### src/rtl/microstepper_macros.svh
`ifndef MICROSTEPPER_MACROS_SVH
`define MICROSTEPPER_MACROS_SVH

// Chopper timing in clk cycles
`define OFF_TIME          810  // Whole off period after a comparator trip
`define FAST_DECAY_LIMIT  706  // Off timer values at or above this are fast decay
`define BLANK_TIME        27   // Comparator ignored this long after a polarity flip
`define CP_HALF_PERIOD    16

// Timer register widths
`define OFF_TIMER_W       10
`define BLANK_TIMER_W     8

`endif

### src/rtl/bridge_pkg.sv
`default_nettype none

`include "microstepper_macros.svh"

package bridge_pkg;

  // One bit per bridge leg with leg 1 in bit 0
  typedef logic [1:0] gate_t;

  typedef logic [`OFF_TIMER_W-1:0]             off_timer_t;
  typedef logic [`BLANK_TIMER_W-1:0]           blank_timer_t;
  typedef logic [$clog2(`CP_HALF_PERIOD)-1:0]  cp_count_t;

  typedef enum logic [1:0] {
    drive,
    fast_decay,
    slow_decay,
    coast
  } decay_t;

endpackage

`default_nettype wire

### src/rtl/stepper_pkg.sv
`default_nettype none

package stepper_pkg;

  // Electrical phase with 256 microsteps per cycle
  typedef logic [7:0] phase_t;

  // Address into the quarter-wave cosine table
  typedef logic [5:0] table_index_t;

  // Coil current magnitude and PWM duty
  typedef logic [7:0] magnitude_t;

endpackage

`default_nettype wire
### src/rtl/charge_pump.sv
`timescale 1ns/1ps
`default_nettype none

`include "microstepper_macros.svh"

module charge_pump
  import bridge_pkg::*;
(
  input  logic clk,
  input  logic resetn,
  output logic pump
);

  cp_count_t div_count;

  // Square wave for the high-side bootstrap supply
  always_ff @(posedge clk) begin
    if (!resetn) begin
      div_count <= '0;
      pump      <= 1'b0;
    end else if (div_count == cp_count_t'(`CP_HALF_PERIOD - 1)) begin
      div_count <= '0;
      pump      <= ~pump;
    end else begin
      div_count <= div_count + cp_count_t'(1);
    end
  end

endmodule

`default_nettype wire

### src/rtl/coil_chopper.sv
`timescale 1ns/1ps
`default_nettype none

`include "microstepper_macros.svh"

module coil_chopper
  import bridge_pkg::*;
(
  input  logic  clk,
  input  logic  resetn,
  input  logic  enable,
  input  logic  cmp,
  input  logic  pol,
  output gate_t gate_h,
  output gate_t gate_l
);

  logic         pol_q;
  logic         pol_change;
  logic         trip;
  gate_t        low_legs;
  blank_timer_t blank_timer;
  off_timer_t   off_timer;
  decay_t       mode;

  always_ff @(posedge clk) begin
    pol_q <= pol;
  end

  assign pol_change = pol != pol_q;

  // ====================================================================
  // Blanking and off time
  // ====================================================================

  always_ff @(posedge clk) begin
    if (!resetn) begin
      blank_timer <= '0;
    end else if (pol_change) begin
      blank_timer <= blank_timer_t'(`BLANK_TIME);  // Reversal spike would trip the comparator
    end else if (blank_timer != '0) begin
      blank_timer <= blank_timer - blank_timer_t'(1);
    end
  end

  // A trip counts only outside blanking and between off periods
  assign trip = cmp && (blank_timer == '0) && (off_timer == '0);

  always_ff @(posedge clk) begin
    if (!resetn) begin
      off_timer <= '0;
    end else if (trip) begin
      off_timer <= off_timer_t'(`OFF_TIME);
    end else if (off_timer != '0) begin
      off_timer <= off_timer - off_timer_t'(1);
    end
  end

  always_comb begin
    if (!enable) begin
      mode = coast;
    end else if (off_timer >= off_timer_t'(`FAST_DECAY_LIMIT)) begin
      mode = fast_decay;  // Early part of the off period
    end else if (off_timer != '0) begin
      mode = slow_decay;
    end else begin
      mode = drive;
    end
  end

  // ====================================================================
  // Leg encoding
  // ====================================================================

  // A set bit marks a leg pulled low, where h and l are both 1
  assign low_legs = pol ? 2'b10 : 2'b01;

  always_ff @(posedge clk) begin
    if (!resetn) begin
      gate_h <= 2'b11;
      gate_l <= 2'b00;
    end else begin
      case (mode)
        drive: begin
          gate_h <= low_legs;
          gate_l <= low_legs;
        end
        fast_decay: begin
          gate_h <= ~low_legs;  // Bridge reversed against the coil current
          gate_l <= ~low_legs;
        end
        slow_decay: begin
          gate_h <= 2'b11;
          gate_l <= 2'b11;
        end
        default: begin
          gate_h <= 2'b11;  // Coast with every switch open
          gate_l <= 2'b00;
        end
      endcase
    end
  end

endmodule

`default_nettype wire

### src/rtl/cosine_table.sv
`timescale 1ns/1ps
`default_nettype none

module cosine_table
  import stepper_pkg::*;
(
  input  table_index_t index,
  output magnitude_t   magnitude
);

  // Entry i is round(255 * cos((i + 0.5) * pi / 128))
  // The half step offset keeps the folded quadrants symmetric
  localparam magnitude_t cos_rom [64] = '{
    8'd255, 8'd255, 8'd255, 8'd254, 8'd253, 8'd253, 8'd252, 8'd251,
    8'd249, 8'd248, 8'd247, 8'd245, 8'd243, 8'd241, 8'd239, 8'd237,
    8'd234, 8'd232, 8'd229, 8'd226, 8'd223, 8'd220, 8'd217, 8'd214,
    8'd210, 8'd207, 8'd203, 8'd199, 8'd195, 8'd191, 8'd187, 8'd183,
    8'd178, 8'd174, 8'd169, 8'd164, 8'd159, 8'd154, 8'd149, 8'd144,
    8'd139, 8'd134, 8'd128, 8'd123, 8'd117, 8'd112, 8'd106, 8'd100,
    8'd95,  8'd89,  8'd83,  8'd77,  8'd71,  8'd65,  8'd59,  8'd53,
    8'd47,  8'd41,  8'd34,  8'd28,  8'd22,  8'd16,  8'd9,   8'd3
  };

  assign magnitude = cos_rom[index];

endmodule

`default_nettype wire

### src/rtl/current_reference_dac.sv
`timescale 1ns/1ps
`default_nettype none

module current_reference_dac
  import stepper_pkg::*;
(
  input  logic       clk,
  input  logic       resetn,
  input  magnitude_t mag_a,
  input  magnitude_t mag_b,
  output logic       ref_a,
  output logic       ref_b
);

  magnitude_t pwm_count;  // One ramp shared by both channels

  // Each output is high for mag counts out of every 256
  always_ff @(posedge clk) begin
    if (!resetn) begin
      pwm_count <= '0;
      ref_a     <= 1'b0;
      ref_b     <= 1'b0;
    end else begin
      pwm_count <= pwm_count + magnitude_t'(1);
      ref_a     <= pwm_count < mag_a;
      ref_b     <= pwm_count < mag_b;
    end
  end

endmodule

`default_nettype wire

### src/rtl/microstepper_top.sv
`timescale 1ns/1ps
`default_nettype none

module microstepper_top
  import stepper_pkg::*;
(
  input  logic       clk,
  input  logic       resetn,
  input  logic       step,
  input  logic       dir,
  input  logic       enable,
  input  logic       cmp_a,
  input  logic       cmp_b,
  output logic [3:0] s_h,  // High-side gates, active low
  output logic [3:0] s_l,
  output logic       ref_a,
  output logic       ref_b,
  output logic       chargepump_pin
);

  table_index_t mag_index_a;
  table_index_t mag_index_b;
  magnitude_t   mag_a;
  magnitude_t   mag_b;
  logic         pol_a;
  logic         pol_b;

  // ====================================================================
  // Motion side
  // ====================================================================

  step_sequencer seq_i (
    .clk         (clk),
    .resetn      (resetn),
    .step        (step),
    .dir         (dir),
    .mag_index_a (mag_index_a),
    .mag_index_b (mag_index_b),
    .pol_a       (pol_a),
    .pol_b       (pol_b)
  );

  cosine_table cos_a (
    .index     (mag_index_a),
    .magnitude (mag_a)
  );

  cosine_table cos_b (
    .index     (mag_index_b),
    .magnitude (mag_b)
  );

  current_reference_dac dac_i (
    .clk    (clk),
    .resetn (resetn),
    .mag_a  (mag_a),
    .mag_b  (mag_b),
    .ref_a  (ref_a),
    .ref_b  (ref_b)
  );

  // ====================================================================
  // Power stage
  // ====================================================================

  coil_chopper chop_a (
    .clk    (clk),
    .resetn (resetn),
    .enable (enable),
    .cmp    (cmp_a),
    .pol    (pol_a),
    .gate_h (s_h[1:0]),
    .gate_l (s_l[1:0])
  );

  coil_chopper chop_b (
    .clk    (clk),
    .resetn (resetn),
    .enable (enable),
    .cmp    (cmp_b),
    .pol    (pol_b),
    .gate_h (s_h[3:2]),
    .gate_l (s_l[3:2])
  );

  charge_pump cp_i (
    .clk    (clk),
    .resetn (resetn),
    .pump   (chargepump_pin)
  );

endmodule

`default_nettype wire

### src/rtl/step_sequencer.sv
`timescale 1ns/1ps
`default_nettype none

module step_sequencer
  import stepper_pkg::*;
(
  input  logic         clk,
  input  logic         resetn,
  input  logic         step,
  input  logic         dir,
  output table_index_t mag_index_a,
  output table_index_t mag_index_b,
  output logic         pol_a,
  output logic         pol_b
);

  logic   step_meta;
  logic   step_sync;
  logic   step_prev;
  logic   dir_meta;
  logic   dir_sync;
  logic   step_rise;
  phase_t phase;
  phase_t phase_b;

  // Odd quadrants read the table backwards
  function automatic table_index_t fold_index(input phase_t p);
    return p[6] ? ~p[5:0] : p[5:0];
  endfunction

  // Positive current in quadrants 0 and 3
  function automatic logic fold_pol(input phase_t p);
    return p[7] == p[6];
  endfunction

  always_ff @(posedge clk) begin
    if (!resetn) begin
      step_meta <= 1'b0;
      step_sync <= 1'b0;
      step_prev <= 1'b0;
      dir_meta  <= 1'b0;
      dir_sync  <= 1'b0;
    end else begin
      step_meta <= step;
      step_sync <= step_meta;
      step_prev <= step_sync;
      dir_meta  <= dir;
      dir_sync  <= dir_meta;
    end
  end

  assign step_rise = step_sync & ~step_prev;

  always_ff @(posedge clk) begin
    if (!resetn) begin
      phase <= '0;
    end else if (step_rise) begin
      phase <= dir_sync ? phase + phase_t'(1) : phase - phase_t'(1);  // Wraps at 256
    end
  end

  assign phase_b = phase + phase_t'(64);  // Coil B sits a quarter cycle ahead

  assign mag_index_a = fold_index(phase);
  assign mag_index_b = fold_index(phase_b);
  assign pol_a       = fold_pol(phase);
  assign pol_b       = fold_pol(phase_b);

endmodule

`default_nettype wire

### config.mk
export PLATFORM = sky130hd
export DESIGN_NAME = microstepper_top
export DESIGN_NICKNAME = d
export VERILOG_FILES = /design/src/rtl/bridge_pkg.sv /design/src/rtl/stepper_pkg.sv /design/src/rtl/charge_pump.sv /design/src/rtl/coil_chopper.sv /design/src/rtl/cosine_table.sv /design/src/rtl/current_reference_dac.sv /design/src/rtl/microstepper_top.sv /design/src/rtl/step_sequencer.sv
export VERILOG_INCLUDE_DIRS = /design/src /design/src/rtl
export SDC_FILE = /design/constraint.sdc
export NUM_CORES = 1
export LEC_CHECK = 0
export BUFFER_PORTS_ARGS = -buffer_cell sky130_fd_sc_hd__buf_2
export CAP_MARGIN = 40
export CORE_ASPECT_RATIO = 2
export CORE_MARGIN = 4
export CORE_UTILIZATION = 30
export DETAILED_ROUTE_END_ITERATION = 8
export PLACE_DENSITY_LB_ADDON = 0.12
export SLEW_MARGIN = 10
export SYNTH_ARGS = -nofsm -noshare
export SYNTH_HDL_FRONTEND = slang
export SYNTH_HIERARCHICAL = 1
export SYNTH_SLANG_ARGS = --single-unit
### constraint.sdc
create_clock -name clk -period 4.7 [get_ports clk]
set_input_delay 0.705 -clock clk [delete_from_list [all_inputs] [get_ports clk]]
set_output_delay 0.705 -clock clk [all_outputs]
set_load 0.02 [all_outputs]
## Word-level counts from Yosys, hierarchy flattened

Memory sizes are Yosys's and may differ from the RTL's.
Index checks and enable logic that the tools add are counted.

| word-level totals | value |
|---|---|
| output and inout bits | 11 |
| input port bits | 7 |
| memories | 2 |
| bits in read-only memories | 1024 |
| flip-flop bits (word level) | 74 |
| word-level logic and storage cells | 111 |

| cells by class | value |
|---|---|
| reductions and logical operators | 23 |
| multiplexer cells | 27 |
| eq/ne operators | 9 |
| $add $sub $neg | 9 |
| magnitude comparators | 6 |
| bitwise logic cells | 10 |

Memory list:

| memory | depth | bits a word | read ports | clocked after memory_dff | write ports | line | RTL |
|---|---|---|---|---|---|---|---|
| (no name shown) | 64 | 8 | 1 | 0 | 0 | cosine_table.sv:24 | `assign magnitude = cos_rom[index];` |
| (no name shown) | 64 | 8 | 1 | 0 | 0 | cosine_table.sv:24 |  |

Operator list:

| kind | number |
|---|---|
| 10-bit 2-to-1 mux | 4 |
| 8-bit 2-to-1 mux | 5 |
| 8-bit by 1-bit subtractor with 8-bit output, second input constant | 3 |
| 10-bit >= comparator, second input constant | 2 |
| 10-bit zero test | 2 |
| 5-bit 2-to-1 mux | 4 |
| 10-bit nonzero test | 2 |
| 10-bit by 1-bit subtractor with 10-bit output, second input constant | 2 |
| 8-bit by 1-bit adder with 8-bit output, second input constant | 2 |
| 8-bit zero test | 2 |
| 8-bit less-than comparator | 2 |
| 2-bit 2-to-1 mux | 8 |
| 8-bit nonzero test | 2 |
| 7-bit >= comparator, second input constant | 2 |
| 6-bit NOT with 7-bit output | 2 |
| 6-bit 2-to-1 mux | 2 |
| 6-bit NOT | 2 |
| 2-bit case mux with 3 select lines | 2 |
| 2-bit OR reduction | 5 |
| 8-bit by 7-bit adder with 8-bit output, second input constant | 1 |
| 2-bit case mux with 2 select lines | 2 |
| 2-bit nonzero test | 4 |
| 4-bit by 1-bit adder with 4-bit output, second input constant | 1 |
| 2-bit by 1-bit == test with 1-bit output, second input constant | 2 |
| 9 further kinds | 19 |

## Logic depth before layout (Yosys ltp)

Gate-level depths: netlist (run 1).

| logic depth | value |
|---|---|
| depth after elaboration | 8 |
| depth in mapped cells | 14 |
| gate-level depth less buffers | 13 |

## Hierarchy

Netlist (run 1), hierarchy kept.

By module, submodules not included:

| module | sequential area each (um^2) | cells an instance | area each (um^2) | times used |
|---|---|---|---|---|
| coil_chopper | 460.4 | 130 | 1107.3 | 2 |
| step_sequencer | 260.2 | 92 | 788.3 | 1 |
| cosine_table (cos_a) | 0.0 | 116 | 777.0 | 1 |
| cosine_table (cos_b) | 0.0 | 107 | 725.7 | 1 |
| current_reference_dac | 200.2 | 79 | 696.9 | 1 |
| charge_pump | 100.1 | 18 | 193.9 | 1 |

## Worst setup path after synthesis (run 1)

Ideal clock, no wire load.

| timing | value |
|---|---|
| path kind | reg-to-reg |
| start | register seq_i.phase[6] |
| end | register dac_i.ref_b |
| cell stages (with the launch flop) | 14 |
| buffers on the path | 1 |
| arrival time | 3516 ps |
| slack | 1070 ps |
| period minus slack after synthesis | 3630 ps |
| setup time | 114 ps |
| data required time | 4586 ps |
| cells stage by stage | dfxtp_1 > clkbuf_1 > xor2_1 > inv_1 > inv_1 > ha_1 > and2_1 > a2111oi_2 > nor4_1 > inv_1 > ha_1 > a211oi_1 > o21ai_0 > a2111oi_0 |

| between the ends | value |
|---|---|
| word-level cells in the longest chain between the ends | 7 |

RTL lines:

| item | line | RTL |
|---|---|---|
| start: declaration | step_sequencer.sv:23 | `phase_t phase;` |
| start signal: assignment | step_sequencer.sv:58 | `phase <= dir_sync ? phase + phase_t'(1) : phase - phase_t'(1);` |
| 8-bit by 7-bit adder with 8-bit output | step_sequencer.sv:62 | `assign phase_b = phase + phase_t'(64);` |
| 6-bit 2-to-1 mux | step_sequencer.sv:28 | `return p[6] ? ~p[5:0] : p[5:0];` |
| via mag_index_b[1] | microstepper_top.sv:22 | `table_index_t mag_index_b;` |
| 6-bit NOT with 7-bit output (implied by the code) | cosine_table.sv:24 |  |
| memory 64 x 8 bit | - |  |
| 8-bit 2-to-1 mux (implied by the code) (2 in series) | cosine_table.sv:24 |  |
| via mag_b[3] | microstepper_top.sv:24 | `magnitude_t mag_b;` |
| 8-bit less-than comparator | current_reference_dac.sv:26 | `ref_b <= pwm_count < mag_b;` |
| end signal: assignment | current_reference_dac.sv:26 |  |
| end: declaration | current_reference_dac.sv:12 | `output logic ref_b` |

The timed path passes the listed nets, and every way through them passes these cells. The select of a mux whose other input is x is not followed.
A chain may end at the register's enable or synchronous reset.

## Final worst setup path (run 1)

| timing | value |
|---|---|
| start | register seq_i.phase[1] |
| end | register dac_i.ref_b |

| between the ends | value |
|---|---|
| word-level cells in the longest chain between the ends | 8 |

RTL lines:

| item | line |
|---|---|
| 8-bit by 7-bit adder with 8-bit output (*) | step_sequencer.sv:62 |
| 6-bit NOT | step_sequencer.sv:28 |
| 6-bit 2-to-1 mux (*) | step_sequencer.sv:28 |
| via mag_index_b[1] | microstepper_top.sv:22 |
| 6-bit NOT with 7-bit output (implied by the code) (*) | cosine_table.sv:24 |
| memory 64 x 8 bit (*) | - |
| 8-bit 2-to-1 mux (implied by the code) (*) (2 in series) | cosine_table.sv:24 |
| via mag_b[3] | microstepper_top.sv:24 |
| 8-bit less-than comparator (*) | current_reference_dac.sv:26 |

The timed path passes the listed nets; every way through them passes the cells marked *. The select of a mux whose other input is x is not followed.

==> run summary, run 1 <==
The sum of overflow across all layers after global routing is 0. The number of warnings printed during yosys synthesis came out at 6. The number of slew-limit violations in the final report came out at 0. The number of synthesized flops with an enable pin is 0. For this run, global-route usage on met1 was measured as 14.2%. The reg-to-reg startpoint is seq_i/phase[1]$_SDFFE_PN0P_. For this run, the detailed router's first-pass iteration total came to 4. The utilization after layout is about 34%. The number of DRC markers in iteration 0 came out at between 100 and 150.

Traced cell by cell, the critical path runs through xor2_1, inv_1, inv_1, ha_1, xor2_1, a2111oi_0, nor4_1, inv_1, ha_1, a211oi_1, o21ai_0, a2111oi_0. The critical path crosses 12 cells after its start point. The number of setup buffers added after CTS is 0.

From left edge to right edge, the die measures 103 um. In this run the critical register-to-register path is captured at dac_i/ref_b$_SDFF_PN0_. The tool flagged a number of max-cap violations equal to 0. The share of synthesized registers carrying an async set or reset is 0%. The peak supply drop is 295 uV.

The arrival time reported for the critical path endpoint came out at approximately 4200 ps. The classification of the worst-slack hold path is register to register. The post-route netlist has a little under a tenth of its cells at a drive strength greater than 1. For this run, the register share of the synthesized area comes to 27.5%. The final count of negative-setup-slack endpoints is 0.

The family of cells with the greatest summed delay on the critical path is compound AO/OA/AOI/OAI gates. met2 is the most crowded layer. Global routing consumed, on the met3 layer, 1.45% of the routing resources. The number of hold-slack violations in the final timing report came out at 0. The final layout contains routed wiring with a total length of roughly 14 mm. In this run, post-CTS hold repair placed 0 buffers. The via density per instance came out at 5.30. Row generation in the floorplan step produced 69 rows. The initial core utilization came out at a little under a third. In this run the tool buffered the top-level ports with 17 buffer cells. The clock passes through at most 2 buffers. The analysis attributes to cell leakage a power of roughly 2.6 nW. Measured against its own limit, the worst slew margin works out to about 45%. The detail route stage leaves a number of antenna-violating nets equal to 0.

The placer's final routability congestion estimate came out at 0.878. The fill cell total of the finished layout is ~1900. For the pin with the worst max-slew slack, the measured transition is between 800 and 900 ps.

The via count is around 4700. The count of cells in the finished layout, fillers not included, comes to slightly below 900. The type of element launching the critical path is a register.

The critical hold path startpoint is seq_i/step_meta$_SDFF_PN0_. The worst hold path terminates at seq_i/step_sync$_SDFF_PN0_. The number of nets in the finished design came out at roughly 730. The most numerous cell on the critical path is inv_1.

The period utilization is between 80% and 90%. After layout, the worst setup slack is 752 ps. The run finished with clean final reports. The root buffer cell chosen for the clock tree is clkbuf_16. The antenna diode instance count is 0.

The clock transition time at the flip-flop clock pins of the worst setup and hold paths is 60 ps. The number of cells in the design after placement is about 870. The time the worst path needs with I/O delays and setup is about 3900 ps. The worst path required time came out at a little under 5000 ps. The area enclosed by the die boundary came out at about 20000 um^2. TritonCTS built the clock tree. The maximum number of pins on one net before global-route repair came out at 33. The area of the core region is ~18000 um^2. Along the worst hold path, the cell count comes to 1. For met2 alone, demand over resource in global routing was between 20% and 30%. Across all register-to-register paths, the minimum setup slack is 750 ps.

The total clock sinks is 74. The initial antenna violation count came out at 0. The most instantiated flip-flop cell in the synthesis netlist is dfxtp_1. The power after layout came out at roughly 0.0032 W.

The setup skew after layout came out at around 8.5 ps. The endpoint class of the critical path is a register. The post-synthesis cell count came out at 672. The die height is between 150 and 200 um. The number of distinct library cells after synthesis is 68. In this run the number of H-tree levels came out at 3.

After clock tree synthesis, the repair step resized 0 gates. For this run, the top clock speed supported by timing is between 200 and 300 MHz. The post-synthesis instance area came out at 5400 um^2.

The power per cell area is 536 nW/um^2. The global-route wire length before repair is between 20 and 25 mm. Counting every net in the synthesized netlist gives 734. The clock buffer count from CTS came out at 9. The combined global-route utilization of all metal layers is between 10% and 20%. The half-perimeter wire length after placement is around 11 mm.

Of all nets on the critical path, the largest fanout is 11. A synthesized cell averages 8.03 um^2. The peak per-stage delay on the critical path came out at between 600 and 700 ps.

The average detailed-routed wire length per instance is approximately 16 um. Synthesis inferred 74 register bits. The number of cells traversed by the worst register-to-register path is 12. The number of top-level pins is 18. Setup repair after global routing left no endpoint under its margin. Summed over all failing endpoints, the final setup total negative slack is 0 ps. The largest individual stage delay along the critical path comes from the cell xor2_1. Compared with the post-synthesis result, the final layout area differs by 10.0%. The setup path with the least slack is of type register to register.

At the placement stage, the worst setup path has a slack of 765 ps. Together, buffers and inverters on the worst path number 3. The clock reaches the later pin of the worst-skew pair after 330 ps. The residual DRC count is 0. The via count of the first global-routing pass is slightly below 5000.
==> final cells by class <==
class / count / area [um^2] / share of cell area, %
timing repair buffer: 24 / 138 / 2.32
inverter: 53 / 199 / 3.35
sequential: 74 / 1480 / 25.0
clock inverter: 5 / 78.8 / 1.33
clock buffer: 11 / 233 / 3.92
tap: 213 / 267 / 4.49
multi-input combinational: 510 / 3540 / 59.6
==> cell usage after synthesis (7+ instances only) <==
| library cell | n | share of area [%] |
|---|---|---|
| a211o_1 | 7 | 1.1 |
| a211oi_1 | 9 | 1.3 |
| a21boi_0 | 10 | 1.4 |
| a21oi_1 | 40 | 3.7 |
| and2_1 | 13 | 1.5 |
| and3_1 | 10 | 1.2 |
| buf_2 | 14 | 1.3 |
| clkbuf_1 | 14 | 0.97 |
| dfxtp_1 | 74 | 27 |
| ha_1 | 54 | 13 |
| inv_1 | 49 | 3.4 |
| nand2_1 | 52 | 3.6 |
| nand3_1 | 21 | 1.9 |
| nor2_1 | 52 | 3.6 |
| nor2b_1 | 15 | 1.7 |
| nor3_1 | 14 | 1.3 |
| nor4_1 | 15 | 1.7 |
| o211ai_1 | 8 | 1.1 |
| o21a_1 | 12 | 1.7 |
| o21ai_0 | 29 | 2.7 |
| o21ai_1 | 9 | 0.83 |
| o311a_1 | 8 | 1.5 |
| or3_1 | 13 | 1.5 |
| xnor2_1 | 18 | 2.9 |
| xor2_1 | 16 | 2.6 |
==> stage by stage <==
| step | hold WS, ps | cell area [um^2] |
|---|---|---|
| 2_1_floorplan | 412 | 5400 |
| 3_3_place_gp | 420 | 5630 |
| 3_5_place_dp | 431 | 5630 |
| 4_1_cts | 443 | 5940 |
| 5_1_grt | 450 | 5940 |
| 6_report | 439 | 5940 |
==> cells by family after synthesis <==
kind of cell / after synthesis / synth area share [%]
DFF: 74 / 27.5
and+or+nand+nor: 236 / 22.6
xor gates and xnor gates: 34 / 5.52
adders and majority gates: 55 / 12.9
buffers and inverters: 88 / 7.21
AOI/OAI and AO/OA: 179 / 23.1
muxes: 6 / 1.23
==> worst max-delay path by stage <==
stage | slack, ps | endpoint | startpoint
2_1_floorplan | 1070 | dac_i/ref_b$_SDFF_PN0_ | seq_i/phase[6]$_SDFFE_PN0P_
3_3_place_gp | 850 | dac_i/ref_b$_SDFF_PN0_ | seq_i/phase[1]$_SDFFE_PN0P_
3_5_place_dp | 770 | dac_i/ref_b$_SDFF_PN0_ | seq_i/phase[1]$_SDFFE_PN0P_
4_1_cts | 750 | dac_i/ref_b$_SDFF_PN0_ | seq_i/phase[1]$_SDFFE_PN0P_
5_1_grt | 410 | dac_i/ref_b$_SDFF_PN0_ | seq_i/phase[1]$_SDFFE_PN0P_
6_report | 750 | dac_i/ref_b$_SDFF_PN0_ | seq_i/phase[1]$_SDFFE_PN0P_
==> power by group <==
group	internal, W	switching [W]	total (W)
Combinational	0.000626	0.000865	0.00149
Clock	0.000464	0.000260	0.000725
Sequential	0.000789	0.000181	0.000970
==> cells in the final DEF, fill, tap and decap left out, types with 3 or more instances in the layout <==
master	instances
xor2_1	14
nor2_1	52
o311a_1	8
or3_1	13
inv_2	3
or4_1	6
nor2b_1	15
a21o_1	3
nand4b_1	4
xnor2_1	18
a21oi_1	40
and3_1	10
dfxtp_1	74
o221ai_1	4
nor4_1	15
inv_1	49
nand3_1	21
o21a_1	12
nand2_1	52
a31oi_1	6
mux2i_1	4
a211o_1	7
o21ai_0	29
buf_2	17
a21boi_0	10
nor3_1	14
clkbuf_16	9
and2_1	13
ha_1	54
o211ai_1	8
nand2b_1	4
nor3b_1	5
o32ai_1	5
buf_4	7
a211oi_1	9
a2111oi_0	5
o21ai_1	9
==> sequential cells by signal, summed over array words and instances, names as in the netlist, 4 cells and up <==
name                flops
chop_a/off_timer       10
chop_b/off_timer       10
chop_a/blank_timer      8
chop_b/blank_timer      8
dac_i/pwm_count         8
seq_i/phase             8
cp_i/div_count          4
==> metal layers <==
metal	share of wire [%]	routed length, um
met1	38	5290
met2	56	7850
met3	1.4	200
met4	5.5	769
met5	0	0
No activity file was read; power rests on OpenSTA's default activity.
==> run 2: changes to the inputs <==
==> constraint.sdc (replaced) <==
create_clock -name clk -period 3.5 [get_ports clk]
set_input_delay 0.525 -clock clk [delete_from_list [all_inputs] [get_ports clk]]
set_output_delay 0.525 -clock clk [all_outputs]
set_load 0.02 [all_outputs]
==> run summary, run 2 (synthesis gave the netlist of run 1 again) <==
For the pin with the worst max-slew slack, the measured transition is between 700 and 800 ps. The number of setup buffers added after CTS is 0. The clock buffer count from CTS came out at 9. The fmax is between 300 and 400 MHz. For this run, design rule violations remaining after detail routing come to 0. The initial antenna violation count came out at 0. STA puts the critical path data arrival time at around 3500 ps. Of the total power, the clock network draws between 20% and 30%.

Across all layers, the routed design uses 4800 vias. The sequential share of power came out at 30.2%. The final wirelength is 14.4 mm. The number of hold-slack violations in the final timing report is 0.

The maximum number of pins on one net before global-route repair is 32. The placer's final routability congestion estimate is ~0.9. The sum of overflow across all layers after global routing came out at 0.

The portion of total power attributed to combinational logic came out at between 40% and 50%. In the final routed layout, each cell accounts on average for approximately 16 um. The die boundary width is 103 um. The via density per instance came out at 5.33. The number of slew-limit violations in the final report is 0. The peak supply drop is slightly below 600 uV. Port buffering added 17 buffers. The largest registers in the layout are chop_a/off_timer: 10 flops, chop_b/off_timer: 10 flops. The run finished with clean final reports. The sequential cells in the finished layout cover a total of approximately 1500 um^2. The number of nets in the finished design is approximately 750. The critical path goes through buf_4, xor2_2, inv_1, buf_4, and2_1, o21ai_0, a221oi_1, a21oi_1, inv_1, ha_1, o211ai_1, o21ai_0, a2111oi_0. The final sum of negative setup slack is 0 ps. The final worst hold slack is 393 ps. The global-route wire length before repair is between 20 and 25 mm.

The largest individual stage delay along the critical path comes from the cell a221oi_1. The min-delay analysis places its worst path in the category input pin to register. The worst-case clock buffer depth came out at 2.

The internal power of the cells totals between 0.002 and 0.003 W. The setup slack of the worst register-to-register path is roughly 270 ps. CTS placed an instance of clkbuf_16 at the clock tree root. The number of levels in the clock H-tree is 3.

The leakage component of the power is between 2 and 3 nW. The fill cell total of the finished layout is ~1900. The die height came out at ~200 um. After routing the design area is 6040 um^2. The number of placement rows is 69.

The number of DRC markers in iteration 0 came out at 144. The count of TritonRoute iterations in the first routing pass came out at 4. The initial core utilization came out at between 30 and 40%.

The total clock sinks came out at 74. The post-cts hold buffer count came out at 0. The library cell used most frequently in the layout, excluding fill and tap cells, is dfxtp_1. Net switching is roughly two fifths of the power. The period utilization came out at 92.3%. The number of routed nets with antenna violations came out at 0. For this design the total switching power over the nets is approximately 0.0018 W. Setup repair after global routing left no endpoint under its margin. The antenna diode instance count came out at 0. The cell area after placement is around 5700 um^2.

The clock transition time at the flip-flop clock pins of the worst setup and hold paths is 60 ps. In this design, the stage delay of the slowest critical-path cell is approximately 500 ps. The share of layout cells above drive strength 1 is 11.1%.

The area of the core region is approximately 18000 um^2. The final count of negative-setup-slack endpoints is 0. The area enclosed by the die boundary is slightly above 20000 um^2. The post-synthesis to final-layout area growth is 12.0%. Clock skew on the completed layout was measured at between 4 and 5 ps. The worst pin sits at a relative slew slack of 51.5%.

Along the worst path, the maximum fanout reaches 11. The type of element launching the critical path is a register. TritonCTS built the clock tree.

The number of maximum-capacitance constraint violations came out at 0. The multi-input logic area came out at between 3000 and 4000 um^2. During I/O placement, the number of pins put on the boundary was 18.

The via count of the first global-routing pass came to around 4800. The half-perimeter wire length after placement came out at between 10 and 15 mm. Leaving out fill and tap cells, the most frequent cells in the layout are 74 x dfxtp_1, 54 x ha_1, 52 x nand2_1, 52 x nor2_1, 49 x inv_1. The time the worst path needs with I/O delays and setup came out at ~3200 ps.

The worst path required time came out at 3720 ps. STA classifies the critical path endpoint as a register. For this design the ratio of total power to cell area is a little over 700 nW/um^2. The critical path start-end classification is register to register. At the later pin of the worst-skew pair, clock insertion delay measures about 340 ps. The combined global-route utilization of all metal layers is between 10% and 20%.
[run 2: cell count changes in the layout (fill, tap and decap cells not counted)]
cell | previous run | this run
buf_4 | 7 | 18
xor2_1 | 14 | 12
a2111oi_0 | 5 | 4
clkinv_2 | 2 | 1
clkbuf_1 | 2 | 0
clkinvlp_4 | 0 | 1
buf_6 | 0 | 1
a2111oi_1 | 0 | 1
xor2_2 | 2 | 4
[run 2: area by class of cell]
cell class | instances | area share, %
Tap cell | 213 | 4.41
Inverter | 53 | 3.29
Clock buffer | 9 | 3.73
Multi-Input combinational cell | 510 | 58.9
Clock inverter | 5 | 1.35
Timing Repair Buffer | 36 | 3.83
Sequential cell | 74 | 24.5
[run 2: repair_timing]
action	4_1_cts	5_1_grt
resized for setup	0	3
hold endpoints to repair	0	0
endpoints found under the setup margin	0	1
[run 2: metrics by stage]
stage	utilization [%]	power [W]	instances	setup slack, ps
3_5_place_dp	32.3	0.00334	886	264
6_report	34.1	0.00431	900	269
5_1_grt	34.1	0.00470	900	30.4
3_3_place_gp	32.3	0.00331	886	305
4_1_cts	34.1	0.00435	900	250
2_1_floorplan	-	0.00289	672	73.7
[run 2: worst paths after layout]
kind,cells past startpoint,start,endpoint
hold / removal,2,step,seq_i/step_meta$_SDFF_PN0_
hold reg to reg,1,seq_i/dir_meta$_SDFF_PN0_,seq_i/dir_sync$_SDFF_PN0_
setup reg to reg,13,seq_i/phase[6]$_SDFFE_PN0P_,dac_i/ref_b$_SDFF_PN0_
setup / recovery,13,seq_i/phase[6]$_SDFFE_PN0P_,dac_i/ref_b$_SDFF_PN0_
[run 2: power groups by stage]
| stage | logic (W) | clock network, W | registers (W) |
|---|---|---|---|
| 2_1_floorplan | 0.00162 | 0 | 0.00127 |
| 3_3_place_gp | 0.00199 | 0 | 0.00131 |
| 3_5_place_dp | 0.00203 | 0 | 0.00132 |
| 4_1_cts | 0.00203 | 0.00102 | 0.00130 |
| 5_1_grt | 0.00229 | 0.00106 | 0.00135 |
| 6_report | 0.00203 | 0.000975 | 0.00130 |
[run 2: layer usage]
layer,up-vias,GRT usage (%),part of all wire (%)
met5,-,0,0
met4,0,7.44,3.6
met3,33,2.09,1.9
met2,76,29.6,58
met1,2277,13.9,36
li1,2414,-,-
[run 2: critical path: cells and delay by family (launching register included)]
| family | cells | cell delay (ps) |
|---|---|---|
| AO/OA/AOI/OAI | 6 | 1300 |
| buffers and inverters | 4 | 890 |
| flip-flops | 1 | 440 |
| adder cells (fa/ha/maj) | 1 | 220 |
| AND/OR/NAND/NOR | 1 | 140 |
| XOR/XNOR | 1 | 110 |
==> run 3: changes to the inputs <==
--- a/config.mk
+++ b/config.mk
@@ -12,7 +12,6 @@
 export CORE_MARGIN = 4
 export CORE_UTILIZATION = 30
 export DETAILED_ROUTE_END_ITERATION = 8
-export PLACE_DENSITY_LB_ADDON = 0.12
 export SLEW_MARGIN = 10
 export SYNTH_ARGS = -nofsm -noshare
 export SYNTH_HDL_FRONTEND = slang
==> run summary, run 3 (synthesis gave the netlist of run 1 again) <==
The die is 103 um wide. Clock skew on the completed layout was measured at around 5.3 ps. The worst-case clock buffer depth is 2. After routing, the total negative slack on setup checks comes to 0 ps. The final wirelength came out at between 10 and 15 mm. The post-placement setup slack is between 300 and 400 ps. The clock transition time at the flip-flop clock pins of the worst setup and hold paths is 50 ps.

The residual DRC count came out at 0. The later pin in the worst-skew pair is clocked with a latency of about 330 ps. The number of buffers inserted by port buffering came out at 17.

Entering global routing, the biggest net connects 32 pins. The post-cts sizing count came out at 0. The fill cell total of the finished layout came out at about 1800. The share of layout cells above drive strength 1 is between 10 and 15%. The die height came out at around 200 um. The initial antenna violation count is 0. TritonCTS built the clock tree.

Leaving out fill and tap cells, the most frequent cell in the layout is dfxtp_1. The peak supply drop is roughly 550 uV. The worst setup path is captured at a register. The setup slack of the worst register-to-register path is roughly 380 ps. Sequential cells burn between 30% and 40% of the power. The arrival time reported for the critical path endpoint came out at about 3300 ps. The total number of cells along the worst setup path is 13. The fmax is 320 MHz. The portion of total power attributed to combinational logic is approximately 47%.

The power per cell area came out at 705 nW/um^2. The leakage component of the power is ~2.6 nW. The highest fanout seen on the critical path is 7.

The period utilization is between 80 and 90%. The sum of overflow across all layers after global routing came out at 0. The initial core utilization came out at 30.5%. The post-layout instance count excluding filler cells came out at about 900. The post-synthesis to final-layout area growth is 11.9%. The half-perimeter wire length after placement came out at slightly below 10 mm.

The combined global-route utilization of all metal layers came out at between 10% and 20%. The post-cts hold buffer count came out at 0. The via count is roughly 4800. The run finished with clean final reports. The number of levels in the clock H-tree came out at 3. The number of maximum-capacitance constraint violations is 0. The reported net switching power is approximately 0.0017 W. In the post-route analysis, the smallest setup slack over all paths is 376 ps.

The sequential cells in the finished layout cover a total of 1480 um^2. The number of routed nets with antenna violations came out at 0. The utilization after layout is between 30% and 40%. Buffers inserted during clock tree synthesis total 9. The number of placement rows came out at just under 70. The placer's final routability congestion estimate came out at roughly 0.96. The buffer cell driving the clock tree root is clkbuf_16. The via count of the first global-routing pass came to 4768.

At the pin with the least slew margin, the transition time is ~680 ps. Setup repair after global routing left no endpoint under its margin. The family of cells with the greatest summed delay on the critical path is compound AO/OA/AOI/OAI gates.

The number of slew-limit violations in the final report is 0. The proportion of power drawn by the clock network came out at between 20 and 25%. The average detailed-routed wire length per instance is 14.3 um. In the layout the commonest cells are 74 x dfxtp_1, 54 x ha_1, 52 x nand2_1, 52 x nor2_1, 49 x inv_1. The fraction of power spent switching nets is roughly 40%. Counting cells, the worst reg-to-reg path comes to 13. The worst setup path is of the register to register kind. The antenna diode instance count is 0. The area of the core region came out at approximately 18000 um^2. The largest registers in the layout are chop_a/off_timer: 10 flops, chop_b/off_timer: 10 flops. The first global-routing pass estimated 21.8 mm of wire.

The number of DRC markers in iteration 0 is about 130. The relative slew slack is a little over half. The internal power of the cells is 0.00254 W. The peak per-stage delay on the critical path is approximately 430 ps. The power after layout is 0.00426 W. The slowest stage of the critical path is the dfxtp_1 cell. The time the worst path needs with I/O delays and setup is ~3100 ps. The area enclosed by the die boundary came out at about 20000 um^2.

The number of hold-slack violations in the final timing report came out at 0. The number of nets in the finished design is 743. The first TritonRoute pass finished after 5 iterations. The worst hold path depth is 2.

The number of buffers and inverters on the critical path is 3. Data on the critical path is required at its endpoint by approximately 3700 ps. After detailed placement, the design holds a cell count of slightly below 900.

The tightest min-delay check is of the input pin to register type. The worst setup path is launched from a register. For this design the top-level I/O count stands at 18. The multi-input logic area is around 3500 um^2. The tree built by TritonCTS fans out to 74 sinks. The critical path goes through xor2_1, buf_4, inv_1, ha_1, xnor2_1, o21ai_1, a211oi_1, a311oi_2, inv_1, ha_1, a211oi_1, o21ai_0, a2111oi_0. The post-CTS setup buffer count is 0. The via density per instance came out at ~5.4. Setup violations remaining at the end of the flow were counted as 0.
## run 3: layout make-up
| type | instances | area share (%) |
|---|---|---|
| clock buffer | 13 | 4.64 |
| clock inverter | 3 | 0.746 |
| inverter | 53 | 3.29 |
| multi-input combinational | 510 | 58.8 |
| sequential | 74 | 24.5 |
| tap | 213 | 4.41 |
| timing repair buffer | 33 | 3.61 |
## run 3: per-layer routing
| layer | track usage (%) | share of wire [%] | vias to the layer above |
|---|---|---|---|
| met3 | 1.91 | 2.1 | 35 |
| met5 | 0 | 0 | - |
| li1 | - | - | 2426 |
| met4 | 7.06 | 3.7 | 0 |
| met2 | 26.0 | 58 | 83 |
| met1 | 12.4 | 36 | 2286 |
## run 3: final timing paths
kind / start / end
max: seq_i/phase[0]$_SDFFE_PN0P_ / dac_i/ref_a$_SDFF_PN0_
min: step / seq_i/step_meta$_SDFF_PN0_
max reg2reg: seq_i/phase[0]$_SDFFE_PN0P_ / dac_i/ref_a$_SDFF_PN0_
min reg2reg: seq_i/step_meta$_SDFF_PN0_ / seq_i/step_sync$_SDFF_PN0_
## run 3: power groups by stage
stage               clock (W)  combinational [W]  sequential [W]
global route          0.00103            0.00226         0.00134
global placement            0            0.00197         0.00131
finish               0.000971            0.00199         0.00130
floorplan                   0            0.00162         0.00127
detailed placement          0            0.00198         0.00131
CTS                  0.000997            0.00200         0.00129
## run 3: metrics by stage
stage	hold WS (ps)	area (um^2)
4_1_cts	389	6040
3_3_place_gp	420	5710
3_5_place_dp	423	5710
2_1_floorplan	412	5400
6_report	397	6040
5_1_grt	399	6040
